$ cat src/hw/rv_pkg.sv
// Widths and the APB address map are fixed here; the instruction RAM holds 512 words
package rv_pkg;

   localparam int XLEN    = 64;
   localparam int ILEN    = 32;
   localparam int IMEM_AW = 9;
   localparam int DMEM_AW = 10;
   localparam int APB_AW  = 16;

   // Byte bases on the APB side
   localparam logic [APB_AW-1:0] IMEM_BASE = 16'h0000;
   localparam logic [APB_AW-1:0] DMEM_BASE = 16'h2000;

   // Supported major opcodes
   localparam logic [6:0] OP_R      = 7'b0110011;
   localparam logic [6:0] OP_IMM    = 7'b0010011;
   localparam logic [6:0] OP_LOAD   = 7'b0000011;
   localparam logic [6:0] OP_STORE  = 7'b0100011;
   localparam logic [6:0] OP_BRANCH = 7'b1100011;
   localparam logic [6:0] OP_JAL    = 7'b1101111;

   localparam logic [2:0] ALU_ADD = 3'd0;
   localparam logic [2:0] ALU_SUB = 3'd1;
   localparam logic [2:0] ALU_AND = 3'd2;
   localparam logic [2:0] ALU_OR  = 3'd3;
   localparam logic [2:0] ALU_SLT = 3'd4;

   // One instruction word seen as R type or I type
   typedef union packed {
      struct packed {
         logic [6:0] funct7;
         logic [4:0] rs2;
         logic [4:0] rs1;
         logic [2:0] funct3;
         logic [4:0] rd;
         logic [6:0] opcode;
      } r;
      struct packed {
         logic [11:0] imm;
         logic [4:0]  rs1;
         logic [2:0]  funct3;
         logic [4:0]  rd;
         logic [6:0]  opcode;
      } i;
   } instr_u;

endpackage

$ cat src/hw/dmem_if.sv
// One data RAM requester; gnt and rdata are combinational in the request cycle
`timescale 1ns/1ps

interface dmem_if;
   import rv_pkg::*;

   logic               req;
   logic               we;
   logic [DMEM_AW-1:0] idx;
   logic [XLEN-1:0]    wdata;
   logic [XLEN-1:0]    rdata;
   logic               gnt;

   modport requester (output req, we, idx, wdata, input rdata, gnt);
   modport memory (input req, we, idx, wdata, output rdata, gnt);

endinterface

$ cat src/hw/dmem_arbiter.sv
// Fixed priority to the core so a steady core stream can hold off the APB side
`timescale 1ns/1ps

module dmem_arbiter (
   dmem_if.memory                        core,
   dmem_if.memory                        apb,
   output logic                          ram_we,
   output logic [rv_pkg::DMEM_AW-1:0]    ram_idx,
   output logic [rv_pkg::XLEN-1:0]       ram_wdata,
   input  logic [rv_pkg::XLEN-1:0]       ram_rdata
);
   import rv_pkg::*;

   logic apb_win;

   assign apb_win = apb.req && !core.req;

   assign core.gnt = core.req;
   assign apb.gnt  = apb_win;

   // Steer the winner onto the single RAM port
   always_comb begin
      if (core.req) begin
         ram_we    = core.we;
         ram_idx   = core.idx;
         ram_wdata = core.wdata;
      end else begin
         ram_we    = apb_win && apb.we;
         ram_idx   = apb.idx;
         ram_wdata = apb.wdata;
      end
   end

   // Read data is shared, only the granted side samples it
   assign core.rdata = ram_rdata;
   assign apb.rdata  = ram_rdata;

endmodule

$ cat src/flat_wrapper.sv
// flat-port wrapper written by rule: the top's interface ports become plain ports
module dmem_arbiter_flat import rv_pkg::*;
  (ram_we, ram_idx, ram_wdata, ram_rdata, core_req, core_we, core_idx, core_wdata, core_rdata, core_gnt, apb_req, apb_we, apb_idx, apb_wdata, apb_rdata, apb_gnt);
  dmem_if core_i ();
  dmem_if apb_i ();
  output logic ram_we;
  output logic [rv_pkg::DMEM_AW-1:0] ram_idx;
  output logic [rv_pkg::XLEN-1:0] ram_wdata;
  input  logic [rv_pkg::XLEN-1:0] ram_rdata;
  input wire logic [$bits(core_i.req)-1:0] core_req;
  input wire logic [$bits(core_i.we)-1:0] core_we;
  input wire logic [$bits(core_i.idx)-1:0] core_idx;
  input wire logic [$bits(core_i.wdata)-1:0] core_wdata;
  output wire logic [$bits(core_i.rdata)-1:0] core_rdata;
  output wire logic [$bits(core_i.gnt)-1:0] core_gnt;
  input wire logic [$bits(apb_i.req)-1:0] apb_req;
  input wire logic [$bits(apb_i.we)-1:0] apb_we;
  input wire logic [$bits(apb_i.idx)-1:0] apb_idx;
  input wire logic [$bits(apb_i.wdata)-1:0] apb_wdata;
  output wire logic [$bits(apb_i.rdata)-1:0] apb_rdata;
  output wire logic [$bits(apb_i.gnt)-1:0] apb_gnt;
  assign core_i.req = core_req;
  assign core_i.we = core_we;
  assign core_i.idx = core_idx;
  assign core_i.wdata = core_wdata;
  assign core_rdata = core_i.rdata;
  assign core_gnt = core_i.gnt;
  assign apb_i.req = apb_req;
  assign apb_i.we = apb_we;
  assign apb_i.idx = apb_idx;
  assign apb_i.wdata = apb_wdata;
  assign apb_rdata = apb_i.rdata;
  assign apb_gnt = apb_i.gnt;
  dmem_arbiter u_core (.core(core_i), .apb(apb_i), .ram_we(ram_we), .ram_idx(ram_idx), .ram_wdata(ram_wdata), .ram_rdata(ram_rdata));
endmodule
$ cat config.mk
export PLATFORM = sky130hd
export DESIGN_NAME = dmem_arbiter_flat
export DESIGN_NICKNAME = d
export VERILOG_FILES = /design/src/hw/rv_pkg.sv /design/src/hw/dmem_if.sv /design/src/hw/dmem_arbiter.sv /design/src/flat_wrapper.sv
export SDC_FILE = /design/constraint.sdc
export NUM_CORES = 1
export LEC_CHECK = 0
export BUFFER_PORTS_ARGS = -buffer_cell sky130_fd_sc_hd__buf_2
export CORE_AREA = 2 2 163 165
export DETAILED_ROUTE_END_ITERATION = 10
export DIE_AREA = 0 0 165 167
export GPL_TIMING_DRIVEN = 0
export PLACE_DENSITY_LB_ADDON = 0.15
export SYNTH_ARGS = -nofsm -noshare
export SYNTH_HDL_FRONTEND = slang
export SYNTH_SLANG_ARGS = --single-unit
$ cat constraint.sdc
create_clock -name vclk -period 1
set_input_delay 0.1 -clock vclk [all_inputs]
set_output_delay 0.1 -clock vclk [all_outputs]
set_load 0.01 [all_outputs]
Word-level counts from Yosys, hierarchy flattened
Index checks and enable logic that the tools add are counted.
- multiplexer cells: 3
- reductions and logical operators: 3
- operators with widths (operator ; number):
    64-bit two-way mux ; 1
    10-bit two-way mux ; 1
    1-bit logical AND ; 2
    1-bit logical NOT ; 1
    1-bit two-way mux ; 1
- output and inout port bits: 205
- flip-flop bits (word level): 0
- word-level logic and storage cells: 6
- input port bits: 216

Longest topological paths before layout
- word-level depth: 4
- mapped depth: 3
- gate-level depth less buffers: 2

Worst setup path after synthesis
No wires, ideal clock.
- kind: input -> output
- start: in core_req
- end: out ram_wdata[22] (netlist bit)
- path buffers: 2
- arrival time: 749 ps
- slack: 151 ps
- cell stages on the path: 3
- data required time: 900 ps
- path through: buf_4 > buf_6 > mux2_4
- cells in the longest elaborated chain, start to end: 1
- ends and longest elaborated chain (what ; RTL line ; text):
    start, declared ; flat_wrapper.sv:10 ; input wire logic [$bits(core_i.req)-1:0] core_req;
    64-bit two-way mux ; dmem_arbiter.sv:23 ; if (core.req) begin
    end, declared ; flat_wrapper.sv:8 ; output logic [rv_pkg::XLEN-1:0] ram_wdata;
No other way between the ends.

Worst setup path after layout
- start: in core_req
- end: out ram_wdata[40] (netlist bit)
Same word-level chain as after synthesis.

==> run summary <==
The sequential cell area fraction in the yosys report was 0%. The number of clock buffers in the layout is 0. There are 0 flip-flops and latches. The number of buffers inserted by hold repair at cts came out at 0. For the final routed database, the setup TNS stands at 0 ns. The horizontal extent of the die is 165 µm.

The die covers 27,560 µm². The synthesized netlist contains 7 unique library cells. Counting instances, the worst hold path has a depth of 2.

Dividing the detail-routed wire length by the instance count gives 10.79 µm. In this run, post-CTS repair resized a total of 12 instances. The run gives 0 as the DRC violation count after routing. The share of the clock period used by the worst path after layout came out at 96.25%. The final layout contains routed wiring with a total length of 9757 µm. From synthesis to final layout, the design area changed by 110.7%. For the Yosys warning count, the log shows 0. The worst-case headroom to the max-slew limit was 85.04%; the height of the die was 167 µm. The number of rows in the core area is 59.

Post-CTS timing repair inserted 0 buffers for setup. Global routing consumed, over all layers together, 5.759% of the routing resources. For this design, the slowest cell found on the critical path is mux2_4. For the initial antenna violation count, the log shows 0. The most frequently used cell type in the post-synthesis netlist was buf_4.

Power density over the cells: 448.2 nW/µm². The first global-routing pass estimated 12,250 µm of wire. The analysis attributes to cell leakage a power of 2.544 nW. The total inserted antenna cells came out at 0. In the synthesized netlist, the cells that appear most often are 130 x buf_4, 39 x mux2_4, 35 x mux2_2.

Along the worst path, the maximum fanout reaches 10. Port buffering added 356 buffers. In this run the cell area of the synthesized design comes to 2031 µm². Across all hold checks on the routed design, the worst slack comes to 0.3834 ns. Summing the areas of all and, or, nand and nor instances in the mapped netlist gives 0.3081% of the synthesized area. The fraction of layout instances using a drive strength above 1 was 99.65%; the smallest setup slack after layout was 0.03753 ns.

The area taken by flip-flops and latches is 0 µm², and the number of global-route vias before repair is 2,237. The share of the synthesized area in compound gates (AO/OA/AOI/OAI) was 0.4313%. The HPWL after detailed placement is 9297 µm. The routed layout has 2,592 vias. The via count normalized by instance count came out at 2.867. Summed over all instances, the cell type with the most area after synthesis is buf_4.

The first-pass iteration count of the detailed router is 2, and the post-route minimum period is 0.9625 ns. Dividing the synthesized area by the synthesized cell count gives 9.534 µm². The run finished with clean final reports. The run gives 0 as the number of nets with antenna violations after detailed routing. The worst setup path is launched from an input port.

Traced cell by cell, the critical path runs through buf_8 > buf_12 > mux2_4 > buf_2. Max-cap violations in this run came to 0. The post-synthesis share of cell area spent on xor and xnor gates came out at 0%.

The final layout contains 787 nets. For this block, the initial DRC count from the detailed router was 20. The largest stage delay on the critical path is 0.31 ns, and the number of top-level pins is 421. Entering global routing, the biggest net connects 11 pins. After synthesis, the largest family of logic cells by area is buffers and inverters. The logs give 0 for the total count of hold-check failures in the final report and -0.08420 ns for the worst slack at placement.

Kind of path behind the tightest hold check: in -> out. Total power of the final layout: 1.918 mW. VDD sags by at most 0.0001259 V. The worst setup path is captured at an output port. For the worst setup path, the data arrival time is 0.86 ns. The area of the core was 25,760 µm²; the synthesized instance count was 213. Once the floorplan was initialized, standard cells occupied 7.882% of the core.

The worst-margin pin slew works out to 0.2244 ns. Ranked by total cell area, the synthesized netlist is headed by buf_4 48%, mux2_4 29%, mux2_2 19%. The tools report the remaining global-route overflow as 0. The maximum clock frequency was 1.039 GHz. The arithmetic-cell share of the synthesized area counting full adders, half adders and majority gates was 0%; the count of final setup violators was 0. For the routability-driven placement congestion ratio, the log shows 0.6871.

Setup repair after global routing left no endpoint under its margin. The mux share of post-synthesis cell area came out at 48.24%. Type of the worst setup path: in -> out.

The final number of max-transition violations is 0. The required time of the worst setup path was 0.90 ns. Synthesis produced a netlist with a net count of 429.

The area share of the leading cell type in the synthesized netlist was 48.06%.
## stage by stage
step / area, µm² / utilization, % / cells
floorplan: 2031 / - / 213
global placement: 4232 / 16.42 / 904
detailed placement: 4232 / 16.42 / 904
CTS: 4279 / 16.61 / 904
global route: 4279 / 16.61 / 904
finish: 4279 / 16.61 / 904
## layout make-up
| class | count | area (µm²) |
|---|---|---|
| Fill cell | 2964 | 21480 |
| Timing Repair Buffer | 356 | 1782 |
| Buffer | 137 | 1084 |
| Multi-Input combinational cell | 76 | 994.7 |
| Tap cell | 335 | 419.2 |
## power by group
group / internal (mW) / switching (mW) / leakage (nW) / total, mW
registers: 0 / 0 / 0 / 0
logic: 1.18 / 0.739 / 2.54 / 1.92
clock network: 0 / 0 / 0 / 0
total: 1.18 / 0.739 / 2.54 / 1.92
## worst paths after layout
kind     startpoint             end  slack, ns
max        core_req   ram_wdata[40]       0.04
min   ram_rdata[29]  core_rdata[29]       0.38
## metal layers
metal / track usage, % / vias up / wire length, µm
li1: - / 1293 / -
met1: 4.785 / 1108 / 2728
met2: 13.99 / 191 / 5948
met3: 0.6476 / 0 / 1080
met4: 0 / 0 / 0
met5: 0 / - / 0
## placed cells by master (no fill, tap or decap), drive strengths merged
master,count
a22o,1
buf,493
mux2,74
nor2b,1
## kinds of logic after synthesis
logic type             count (synthesis)
buffers and inverters                137
AND/OR/NAND/NOR                        1
AO/OA/AOI/OAI                          1
multiplexers                          74
## critical path, delay by kind of cell
family / cells / cell delay [ns]
multiplexers: 1 / 0.31
buffers and inverters: 3 / 0.44
No activity file was read; power rests on OpenSTA's default activity.
