===== config.mk =====
export PLATFORM = sky130hd
export DESIGN_NAME = apb_host_bridge_flat
export DESIGN_NICKNAME = d
export VERILOG_FILES = /design/src/hw/rv_pkg.sv /design/src/hw/dmem_if.sv /design/src/hw/apb_host_bridge.sv /design/src/flat_wrapper.sv
export SDC_FILE = /design/constraint.sdc
export NUM_CORES = 1
export LEC_CHECK = 0
export ABC_AREA = 1
export BUFFER_PORTS_ARGS = -buffer_cell sky130_fd_sc_hd__buf_4
export CAP_MARGIN = 30
export CORE_AREA = 2 2 144 146
export DETAILED_ROUTE_END_ITERATION = 10
export DIE_AREA = 0 0 146 148
export MAX_ROUTING_LAYER = met4
export SLEW_MARGIN = 10
export SYNTH_ARGS = -nofsm -noshare
export SYNTH_HDL_FRONTEND = slang
export SYNTH_SLANG_ARGS = --single-unit

===== constraint.sdc =====
create_clock -name clk -period 0.8 [get_ports clk]
set_clock_uncertainty 0.05 [all_clocks]
set_input_delay 0.12 -clock clk [delete_from_list [all_inputs] [get_ports clk]]
set_output_delay 0.12 -clock clk [all_outputs]
set_load 0.03 [all_outputs]

===== src/hw/rv_pkg.sv =====
// Widths and the APB address map are fixed here; the instruction RAM holds 512 words
package rv_pkg;

   localparam int XLEN    = 64;
   localparam int ILEN    = 32;
   localparam int IMEM_AW = 9;
   localparam int DMEM_AW = 10;
   localparam int APB_AW  = 16;

   // Byte bases on the APB side
   localparam logic [APB_AW-1:0] IMEM_BASE = 16'h0000;
   localparam logic [APB_AW-1:0] DMEM_BASE = 16'h2000;

   // Supported major opcodes
   localparam logic [6:0] OP_R      = 7'b0110011;
   localparam logic [6:0] OP_IMM    = 7'b0010011;
   localparam logic [6:0] OP_LOAD   = 7'b0000011;
   localparam logic [6:0] OP_STORE  = 7'b0100011;
   localparam logic [6:0] OP_BRANCH = 7'b1100011;
   localparam logic [6:0] OP_JAL    = 7'b1101111;

   localparam logic [2:0] ALU_ADD = 3'd0;
   localparam logic [2:0] ALU_SUB = 3'd1;
   localparam logic [2:0] ALU_AND = 3'd2;
   localparam logic [2:0] ALU_OR  = 3'd3;
   localparam logic [2:0] ALU_SLT = 3'd4;

   // One instruction word seen as R type or I type
   typedef union packed {
      struct packed {
         logic [6:0] funct7;
         logic [4:0] rs2;
         logic [4:0] rs1;
         logic [2:0] funct3;
         logic [4:0] rd;
         logic [6:0] opcode;
      } r;
      struct packed {
         logic [11:0] imm;
         logic [4:0]  rs1;
         logic [2:0]  funct3;
         logic [4:0]  rd;
         logic [6:0]  opcode;
      } i;
   } instr_u;

endpackage


===== src/hw/dmem_if.sv =====
// One data RAM requester; gnt and rdata are combinational in the request cycle
`timescale 1ns/1ps

interface dmem_if;
   import rv_pkg::*;

   logic               req;
   logic               we;
   logic [DMEM_AW-1:0] idx;
   logic [XLEN-1:0]    wdata;
   logic [XLEN-1:0]    rdata;
   logic               gnt;

   modport requester (output req, we, idx, wdata, input rdata, gnt);
   modport memory (input req, we, idx, wdata, output rdata, gnt);

endinterface


===== src/hw/apb_host_bridge.sv =====
// Instruction space uses byte addresses with word index paddr[10:2]; other holes give pslverr
`timescale 1ns/1ps

module apb_host_bridge (
   input  logic                       clk,
   input  logic                       rst_n,
   input  logic                       psel,
   input  logic                       penable,
   input  logic                       pwrite,
   input  logic [rv_pkg::APB_AW-1:0]  paddr,
   input  logic [rv_pkg::XLEN-1:0]    pwdata,
   output logic [rv_pkg::XLEN-1:0]    prdata,
   output logic                       pready,
   output logic                       pslverr,
   output logic                       imem_we,
   output logic [rv_pkg::IMEM_AW-1:0] imem_widx,
   output logic [rv_pkg::ILEN-1:0]    imem_wdata,
   input  logic [rv_pkg::ILEN-1:0]    imem_rdata,
   output logic [rv_pkg::IMEM_AW-1:0] imem_ridx_apb,
   dmem_if.requester                  dmem
);
   import rv_pkg::*;

   logic access, sel_imem, sel_dmem, sel_err;

   assign access = psel && penable;

   // Region decoded in the setup phase, held until the transfer ends
   always_ff @(posedge clk) begin
      if (!rst_n || pready) begin
         sel_imem <= 1'b0;
         sel_dmem <= 1'b0;
         sel_err  <= 1'b0;
      end else if (psel && !penable) begin
         sel_imem <= paddr[APB_AW-1:IMEM_AW+2] == IMEM_BASE[APB_AW-1:IMEM_AW+2];
         sel_dmem <= paddr[APB_AW-1:DMEM_AW+3] == DMEM_BASE[APB_AW-1:DMEM_AW+3];
         sel_err  <= paddr[APB_AW-1:IMEM_AW+2] != IMEM_BASE[APB_AW-1:IMEM_AW+2] &&
                     paddr[APB_AW-1:DMEM_AW+3] != DMEM_BASE[APB_AW-1:DMEM_AW+3];
      end
   end

   assign imem_we       = access && sel_imem && pwrite;
   assign imem_widx     = paddr[IMEM_AW+1:2];
   assign imem_wdata    = pwdata[ILEN-1:0];
   assign imem_ridx_apb = paddr[IMEM_AW+1:2];

   // Data requests wait for a free RAM cycle
   assign dmem.req   = access && sel_dmem;
   assign dmem.we    = pwrite;
   assign dmem.idx   = paddr[DMEM_AW+2:3];
   assign dmem.wdata = pwdata;

   assign pready  = access && (sel_imem || sel_err || (sel_dmem && dmem.gnt));
   assign pslverr = access && sel_err;
   assign prdata  = sel_imem ? {{(XLEN-ILEN){1'b0}}, imem_rdata} :
                    sel_dmem ? dmem.rdata : '0;

endmodule


===== src/flat_wrapper.sv =====
// flat-port wrapper written by rule: the top's interface ports become plain ports
module apb_host_bridge_flat import rv_pkg::*;
  (clk, rst_n, psel, penable, pwrite, paddr, pwdata, prdata, pready, pslverr, imem_we, imem_widx, imem_wdata, imem_rdata, imem_ridx_apb, dmem_req, dmem_we, dmem_idx, dmem_wdata, dmem_rdata, dmem_gnt);
  dmem_if dmem_i ();
  input  logic clk;
  input  logic rst_n;
  input  logic psel;
  input  logic penable;
  input  logic pwrite;
  input  logic [rv_pkg::APB_AW-1:0] paddr;
  input  logic [rv_pkg::XLEN-1:0] pwdata;
  output logic [rv_pkg::XLEN-1:0] prdata;
  output logic pready;
  output logic pslverr;
  output logic imem_we;
  output logic [rv_pkg::IMEM_AW-1:0] imem_widx;
  output logic [rv_pkg::ILEN-1:0] imem_wdata;
  input  logic [rv_pkg::ILEN-1:0] imem_rdata;
  output logic [rv_pkg::IMEM_AW-1:0] imem_ridx_apb;
  output wire logic [$bits(dmem_i.req)-1:0] dmem_req;
  output wire logic [$bits(dmem_i.we)-1:0] dmem_we;
  output wire logic [$bits(dmem_i.idx)-1:0] dmem_idx;
  output wire logic [$bits(dmem_i.wdata)-1:0] dmem_wdata;
  input wire logic [$bits(dmem_i.rdata)-1:0] dmem_rdata;
  input wire logic [$bits(dmem_i.gnt)-1:0] dmem_gnt;
  assign dmem_req = dmem_i.req;
  assign dmem_we = dmem_i.we;
  assign dmem_idx = dmem_i.idx;
  assign dmem_wdata = dmem_i.wdata;
  assign dmem_i.rdata = dmem_rdata;
  assign dmem_i.gnt = dmem_gnt;
  apb_host_bridge u_core (.clk(clk), .rst_n(rst_n), .psel(psel), .penable(penable), .pwrite(pwrite), .paddr(paddr), .pwdata(pwdata), .prdata(prdata), .pready(pready), .pslverr(pslverr), .imem_we(imem_we), .imem_widx(imem_widx), .imem_wdata(imem_wdata), .imem_rdata(imem_rdata), .imem_ridx_apb(imem_ridx_apb), .dmem(dmem_i));
endmodule

Word level (Yosys, flattened, before mapping)
Cells that the tools add are included.
{ "word_totals": {"reg_bits": 3, "inputBits": 182, "wordCells": 23} }
{ "classes": {"eq_ne": 2, "n_reduce_logical": 16, "muxes": 2} }
{ "ops": {"columns": ["cell", "n"], "rows": [
  ["64-bit 2-to-1 mux", 2],
  ["1-bit logical AND", 9],
  ["5-bit zero test", 1],
  ["5-bit nonzero test", 1],
  ["3-bit by 1-bit == test with 1-bit output (second input constant)", 1],
  ["1-bit logical OR", 3],
  ["3-bit by 1-bit inequality test with 1-bit output (second input constant)", 1],
  ["1-bit zero test", 2]
]} }

Depth between registers and ports, before layout
{ "depth": {"ltp_word": 4, "depth_mapped": 5, "mapped_depth_nobuf": 5} }

Worst setup path before layout
OpenSTA, ideal clock, no wires.
{ "synth_timing": {"path_type": "register to output", "start": "register u_core.sel_dmem", "end": "output prdata[32] (netlist name)", "path_stages_with_launch": 5, "setup_slack_ps": -454, "arrival_time_ps": 1084, "n_path_buf": 2, "cell_sequence": "dfxtp_1 -> buf_4 -> buf_6 -> nand2_1 -> nor2_1"} }
{ "synth_via": {"elab_chain_len": 2} }
{ "synth_rtl": {"columns": ["element", "line", "source"], "rows": [
  ["start: declaration", "apb_host_bridge.sv:24", "logic access, sel_imem, sel_dmem, sel_err;"],
  ["start signal: assignment", "apb_host_bridge.sv:36", "sel_dmem <= paddr[APB_AW-1:DMEM_AW+3] == DMEM_BASE[APB_AW-1:DMEM_AW+3];"],
  ["64-bit 2-to-1 mux", "apb_host_bridge.sv:56", "sel_dmem ? dmem.rdata : '0;"],
  ["64-bit 2-to-1 mux", "apb_host_bridge.sv:55", "assign prdata = sel_imem ? {{(XLEN-ILEN){1'b0}}, imem_rdata} :"],
  ["end: declaration", "flat_wrapper.sv:12", "output logic [rv_pkg::XLEN-1:0] prdata;"]
]} }
Every way passes these cells.

Worst setup path after layout
{ "layout_timing": {"start": "register u_core.sel_dmem", "end": "output prdata[17] (netlist name)"} }
The elaborated chain is that of the path after synthesis.

==> Flow_metrics.wiki <==
{| class="wikitable"
! Metric !! Value
|-
| Summed instance area of the synthesized netlist || 1882 µm²
|-
| Average size of a mapped cell || 5.617 µm²
|-
| Fraction of post-synthesis cell area in the top cell type by area || 0.5106
|-
| DR pass1 iterations || 4
|-
| Cell-internal power || 1.971 mW
|-
| Via Count || 2270
|-
| Clk pin slew, worst setup/hold paths || 0.03 ns
|-
| Minimum setup slack in the final design || -0.5855 ns
|-
| Total count of hold-check failures in the final report || 0
|-
| Main synth FF type || sky130_fd_sc_hd__dfxtp_1
|-
| Leak pwr || 1.970 nW
|-
| IR Drop Worst-Case VDD || 0.4718 mV
|-
| DRC || 0
|-
| Overall routing resource usage || 0.08239
|-
| Required time worst endpoint || 0.63 ns
|-
| Unrepaired setup endpoints after global routing || true
|-
| CTS sink count || 3
|-
| Fraction of the cycle the final worst path needs || 1.732
|-
| RePlAce Congestion || 0.6882
|-
| Number of DRC violations after detailed-routing iteration 0 || 63
|-
| Insertion delay to the later sink of the worst-skew pair || 0.22 ns
|-
| Number of unique standard cell types used by synthesis || 12
|-
| CP max stage delay || 0.36 ns
|-
| Die span in x || 146 µm
|-
| Worst-path maximum fanout || 6
|-
| Post-detailed-placement cell area || 3288 µm²
|-
| Number of cells on the critical path || 5
|-
| Via count of the first global-routing pass || 2324
|-
| Cells along the critical path || buf_8 -> buf_12 -> nand3_1 -> nand2_4 -> buf_4
|-
| Slew margin rel. || 0.8036
|-
| Startpoint types || register
|-
| CTS H-tree depth || 1
|-
| Hold Startpoint || rst_n
|-
| Async set or reset register ratio after synthesis || 0
|-
| Starting density of the core || 0.09391
|-
| Number of buffers on the longest clock path || 2
|-
| Fin. max-slew vios || 0
|-
| Total detailed-routing wirelength || 9.883 mm
|-
| Total number of placement rows || 52
|-
| Overall Power || 3.318 mW
|-
| Result of the run || finished, violations left
|-
| Setup-failing EPs final || 71
|-
| Net total in the final layout || 590
|-
| Overall die height || 148 µm
|-
| Congestion Overflow GR || 0
|-
| Wire length of the first global-routing pass || 13.59 mm
|-
| Yosys top cell by area || sky130_fd_sc_hd__buf_4
|-
| Area contributors post-synth || sky130_fd_sc_hd__buf_4 (51%), sky130_fd_sc_hd__nand2_1 (21%), sky130_fd_sc_hd__nand3_1 (9.3%)
|-
| Clock tree from TritonCTS || built
|-
| Worst setup path category || register to primary output
|-
| Slew at the pin with the worst max-slew slack || 0.2936 ns
|-
| Worst EP arrival || 1.22 ns
|-
| Cell with the largest stage delay on the worst path || sky130_fd_sc_hd__dfxtp_4
|-
| Die area || 21610 µm²
|-
| Crit end category || primary output
|-
| Cts bufs inserted || 3
|-
| Count of input and output buffers || 177
|-
| Proportion of total power due to net switching || 0.4058
|-
| Final Cell Area || 4151 µm²
|-
| Startpoint of the worst-slack reg-to-reg timing path || u_core.sel_dmem$_SDFFE_PP0P_
|-
| Sequential power share || 0.053
|-
| Number of enable flip-flop cells after synthesis || 0
|-
| Dominant cell by count in the synthesized netlist || sky130_fd_sc_hd__buf_4
|-
| Wire length per cell || 14.60 µm
|-
| CP top delay family || buffers and inverters
|-
| Violations in the final reports || setup timing
|-
| Part of the Yosys area used for sequential elements || 0.03191
|-
| Core region area || 20040 µm²
|-
| Share of final-layout standard cells stronger than drive strength 1 || 0.8501
|-
| Max cap viols || 0
|-
| Post-route minimum period || 1.385 ns
|-
| Timing endpoint of the critical path || prdata[17]
|-
| Post-synth net total || 517
|-
| Clk Tree Root Cell || sky130_fd_sc_hd__clkbuf_16
|-
| Startpoint of the worst setup timing path || u_core.sel_dmem$_SDFFE_PP0P_
|-
| Post-detailed-route via-to-cell ratio || 3.353
|-
| Clock share of power || 0.238
|-
| Minimum setup slack after placement || -0.4085 ns
|-
| Warnings from Yosys || 0
|-
| Achievable Freq || 0.7218 GHz
|-
| Switching power total || 1.347 mW
|-
| Worst Reg-to-Reg Cells || 7
|-
| Maximum number of pins on one net before global-route repair || 24
|-
| PD cells || 799.3 nW/µm²
|-
| Remaining antenna violation count || 0
|-
| Register-to-register path setup slack || -0.35 ns
|-
| Register bit total from synthesis || 3
|-
| Relative area change from synthesis to final layout || 120.6%
|-
| DPL Wire Length || 6.876 mm
|-
| Antenna violations before repair || 0
|-
| Critical register-to-register path endpoint || u_core.sel_dmem$_SDFFE_PP0P_
|-
| Post-Syn Instances || 335
|-
| Combinational cell fraction of total power || 0.709
|-
| Worst hold path class || input pin to register
|-
| Number of antenna cells inserted || 0
|-
| Count of buffering cells on the critical path with inverters included || 3
|-
| Number of top-level design ports || 375
|-
| Ranking of synthesized cells by instance count || sky130_fd_sc_hd__buf_4 (128), sky130_fd_sc_hd__nand2_1 (103), sky130_fd_sc_hd__nor2_1 (40)
|}
worst min-delay path by stage:
stage / endpoint / slack [ns] / cells after the start
floorplan: u_core.sel_imem$_SDFFE_PP0P_ / 0.19 / 2
global placement: dmem_wdata[40] / 0.19 / 0
detailed placement: dmem_wdata[40] / 0.19 / 0
CTS: u_core.sel_err$_SDFFE_PP0P_ / 0.09 / 3
global route: u_core.sel_err$_SDFFE_PP0P_ / 0.11 / 3
finish: u_core.sel_err$_SDFFE_PP0P_ / 0.1 / 3
power by group through the flow:
stage          logic, mW  registers [mW]  clock network [mW]
2_1_floorplan       2.17           0.171                   0
3_3_place_gp        1.86           0.176                   0
3_5_place_dp        1.87           0.177                   0
4_1_cts             2.20           0.185               0.802
5_1_grt             2.48           0.179               0.824
6_report            2.35           0.177               0.790
cell usage in the layout (no fill, tap or decap):
master / netlist / layout
sky130_fd_sc_hd__nor2_4: 0 / 35
sky130_fd_sc_hd__inv_4: 0 / 1
sky130_fd_sc_hd__clkbuf_16: 0 / 6
sky130_fd_sc_hd__dfxtp_2: 0 / 1
sky130_fd_sc_hd__inv_2: 2 / 2
sky130_fd_sc_hd__nand3_2: 0 / 14
sky130_fd_sc_hd__buf_12: 0 / 10
sky130_fd_sc_hd__nand3_4: 0 / 2
sky130_fd_sc_hd__buf_8: 0 / 2
sky130_fd_sc_hd__dfxtp_4: 0 / 2
sky130_fd_sc_hd__nand2_1: 103 / 29
sky130_fd_sc_hd__buf_4: 128 / 118
sky130_fd_sc_hd__nand3b_1: 1 / 1
sky130_fd_sc_hd__o21ai_0: 3 / 2
sky130_fd_sc_hd__buf_6: 4 / 73
sky130_fd_sc_hd__nand2_4: 0 / 44
sky130_fd_sc_hd__nor2_1: 40 / 5
sky130_fd_sc_hd__nand2_2: 0 / 30
sky130_fd_sc_hd__clkbuf_1: 0 / 1
sky130_fd_sc_hd__a21oi_2: 0 / 1
sky130_fd_sc_hd__o21ai_1: 0 / 1
sky130_fd_sc_hd__inv_1: 5 / 3
sky130_fd_sc_hd__inv_8: 0 / 1
sky130_fd_sc_hd__buf_16: 0 / 4
sky130_fd_sc_hd__nand3_1: 35 / 19
worst reg2reg max path: stages (launching register included):
cell and delay (ns):
sky130_fd_sc_hd__dfxtp_4 0.36, sky130_fd_sc_hd__buf_8 0.14, sky130_fd_sc_hd__nand2_1 0.10, sky130_fd_sc_hd__nand3_4 0.10, sky130_fd_sc_hd__nand2_4 0.07, sky130_fd_sc_hd__buf_6 0.12, sky130_fd_sc_hd__nand2_4 0.07, sky130_fd_sc_hd__nor2_1 0.04
logic make-up (layout without fill, tap and decap cells):
group / after synthesis / in the layout / share of synthesized area
AOI/OAI and AO/OA: 4 / 4 / 0.01063
buffers and inverters: 149 / 221 / 0.5751
DFF: 3 / 3 / 0.03192
and+or+nand+nor: 179 / 179 / 0.3823
registers in the layout (all words and copies together) (netlist names):
signal / count
u_core.sel_dmem: 1
u_core.sel_err: 1
u_core.sel_imem: 1
per-stage QoR:
stage | hold slack, ns | instances | utilization | setup TNS [ns]
floorplan | 0.1918 | 335 | - | -13.11
global placement | 0.1902 | 660 | 0.1641 | -23.59
detailed placement | 0.1902 | 660 | 0.1641 | -24.59
CTS | 0.09412 | 672 | 0.1943 | -39.74
global route | 0.1053 | 677 | 0.2072 | -41.01
finish | 0.09518 | 677 | 0.2072 | -38.06
area by class of cell:
class | instances | area (µm²)
flip-flops and latches | 3 | 68.82
multi-input cells | 183 | 1506
well taps | 270 | 337.8
inverters | 7 | 36.28
clock buffers | 4 | 78.83
fillers | 2255 | 15890
repair buffers | 210 | 2123
routing by layer:
metal / up-vias / share of wire / global-route usage
met4: 0 / 0.053 / 0.04806
met3: 65 / 0.11 / 0.02901
met2: 166 / 0.48 / 0.1356
li1: 1046 / - / -
met1: 993 / 0.36 / 0.08575
met5: - / 0 / -
what timing repair did:
item	CTS	global route
resized for setup	102	48
setup buffers	5	2
hold buffers	0	0
gates cloned	4	5
setup endpoints to repair	71	71
pin swaps	5	18
No activity file was read; power rests on OpenSTA's default activity.
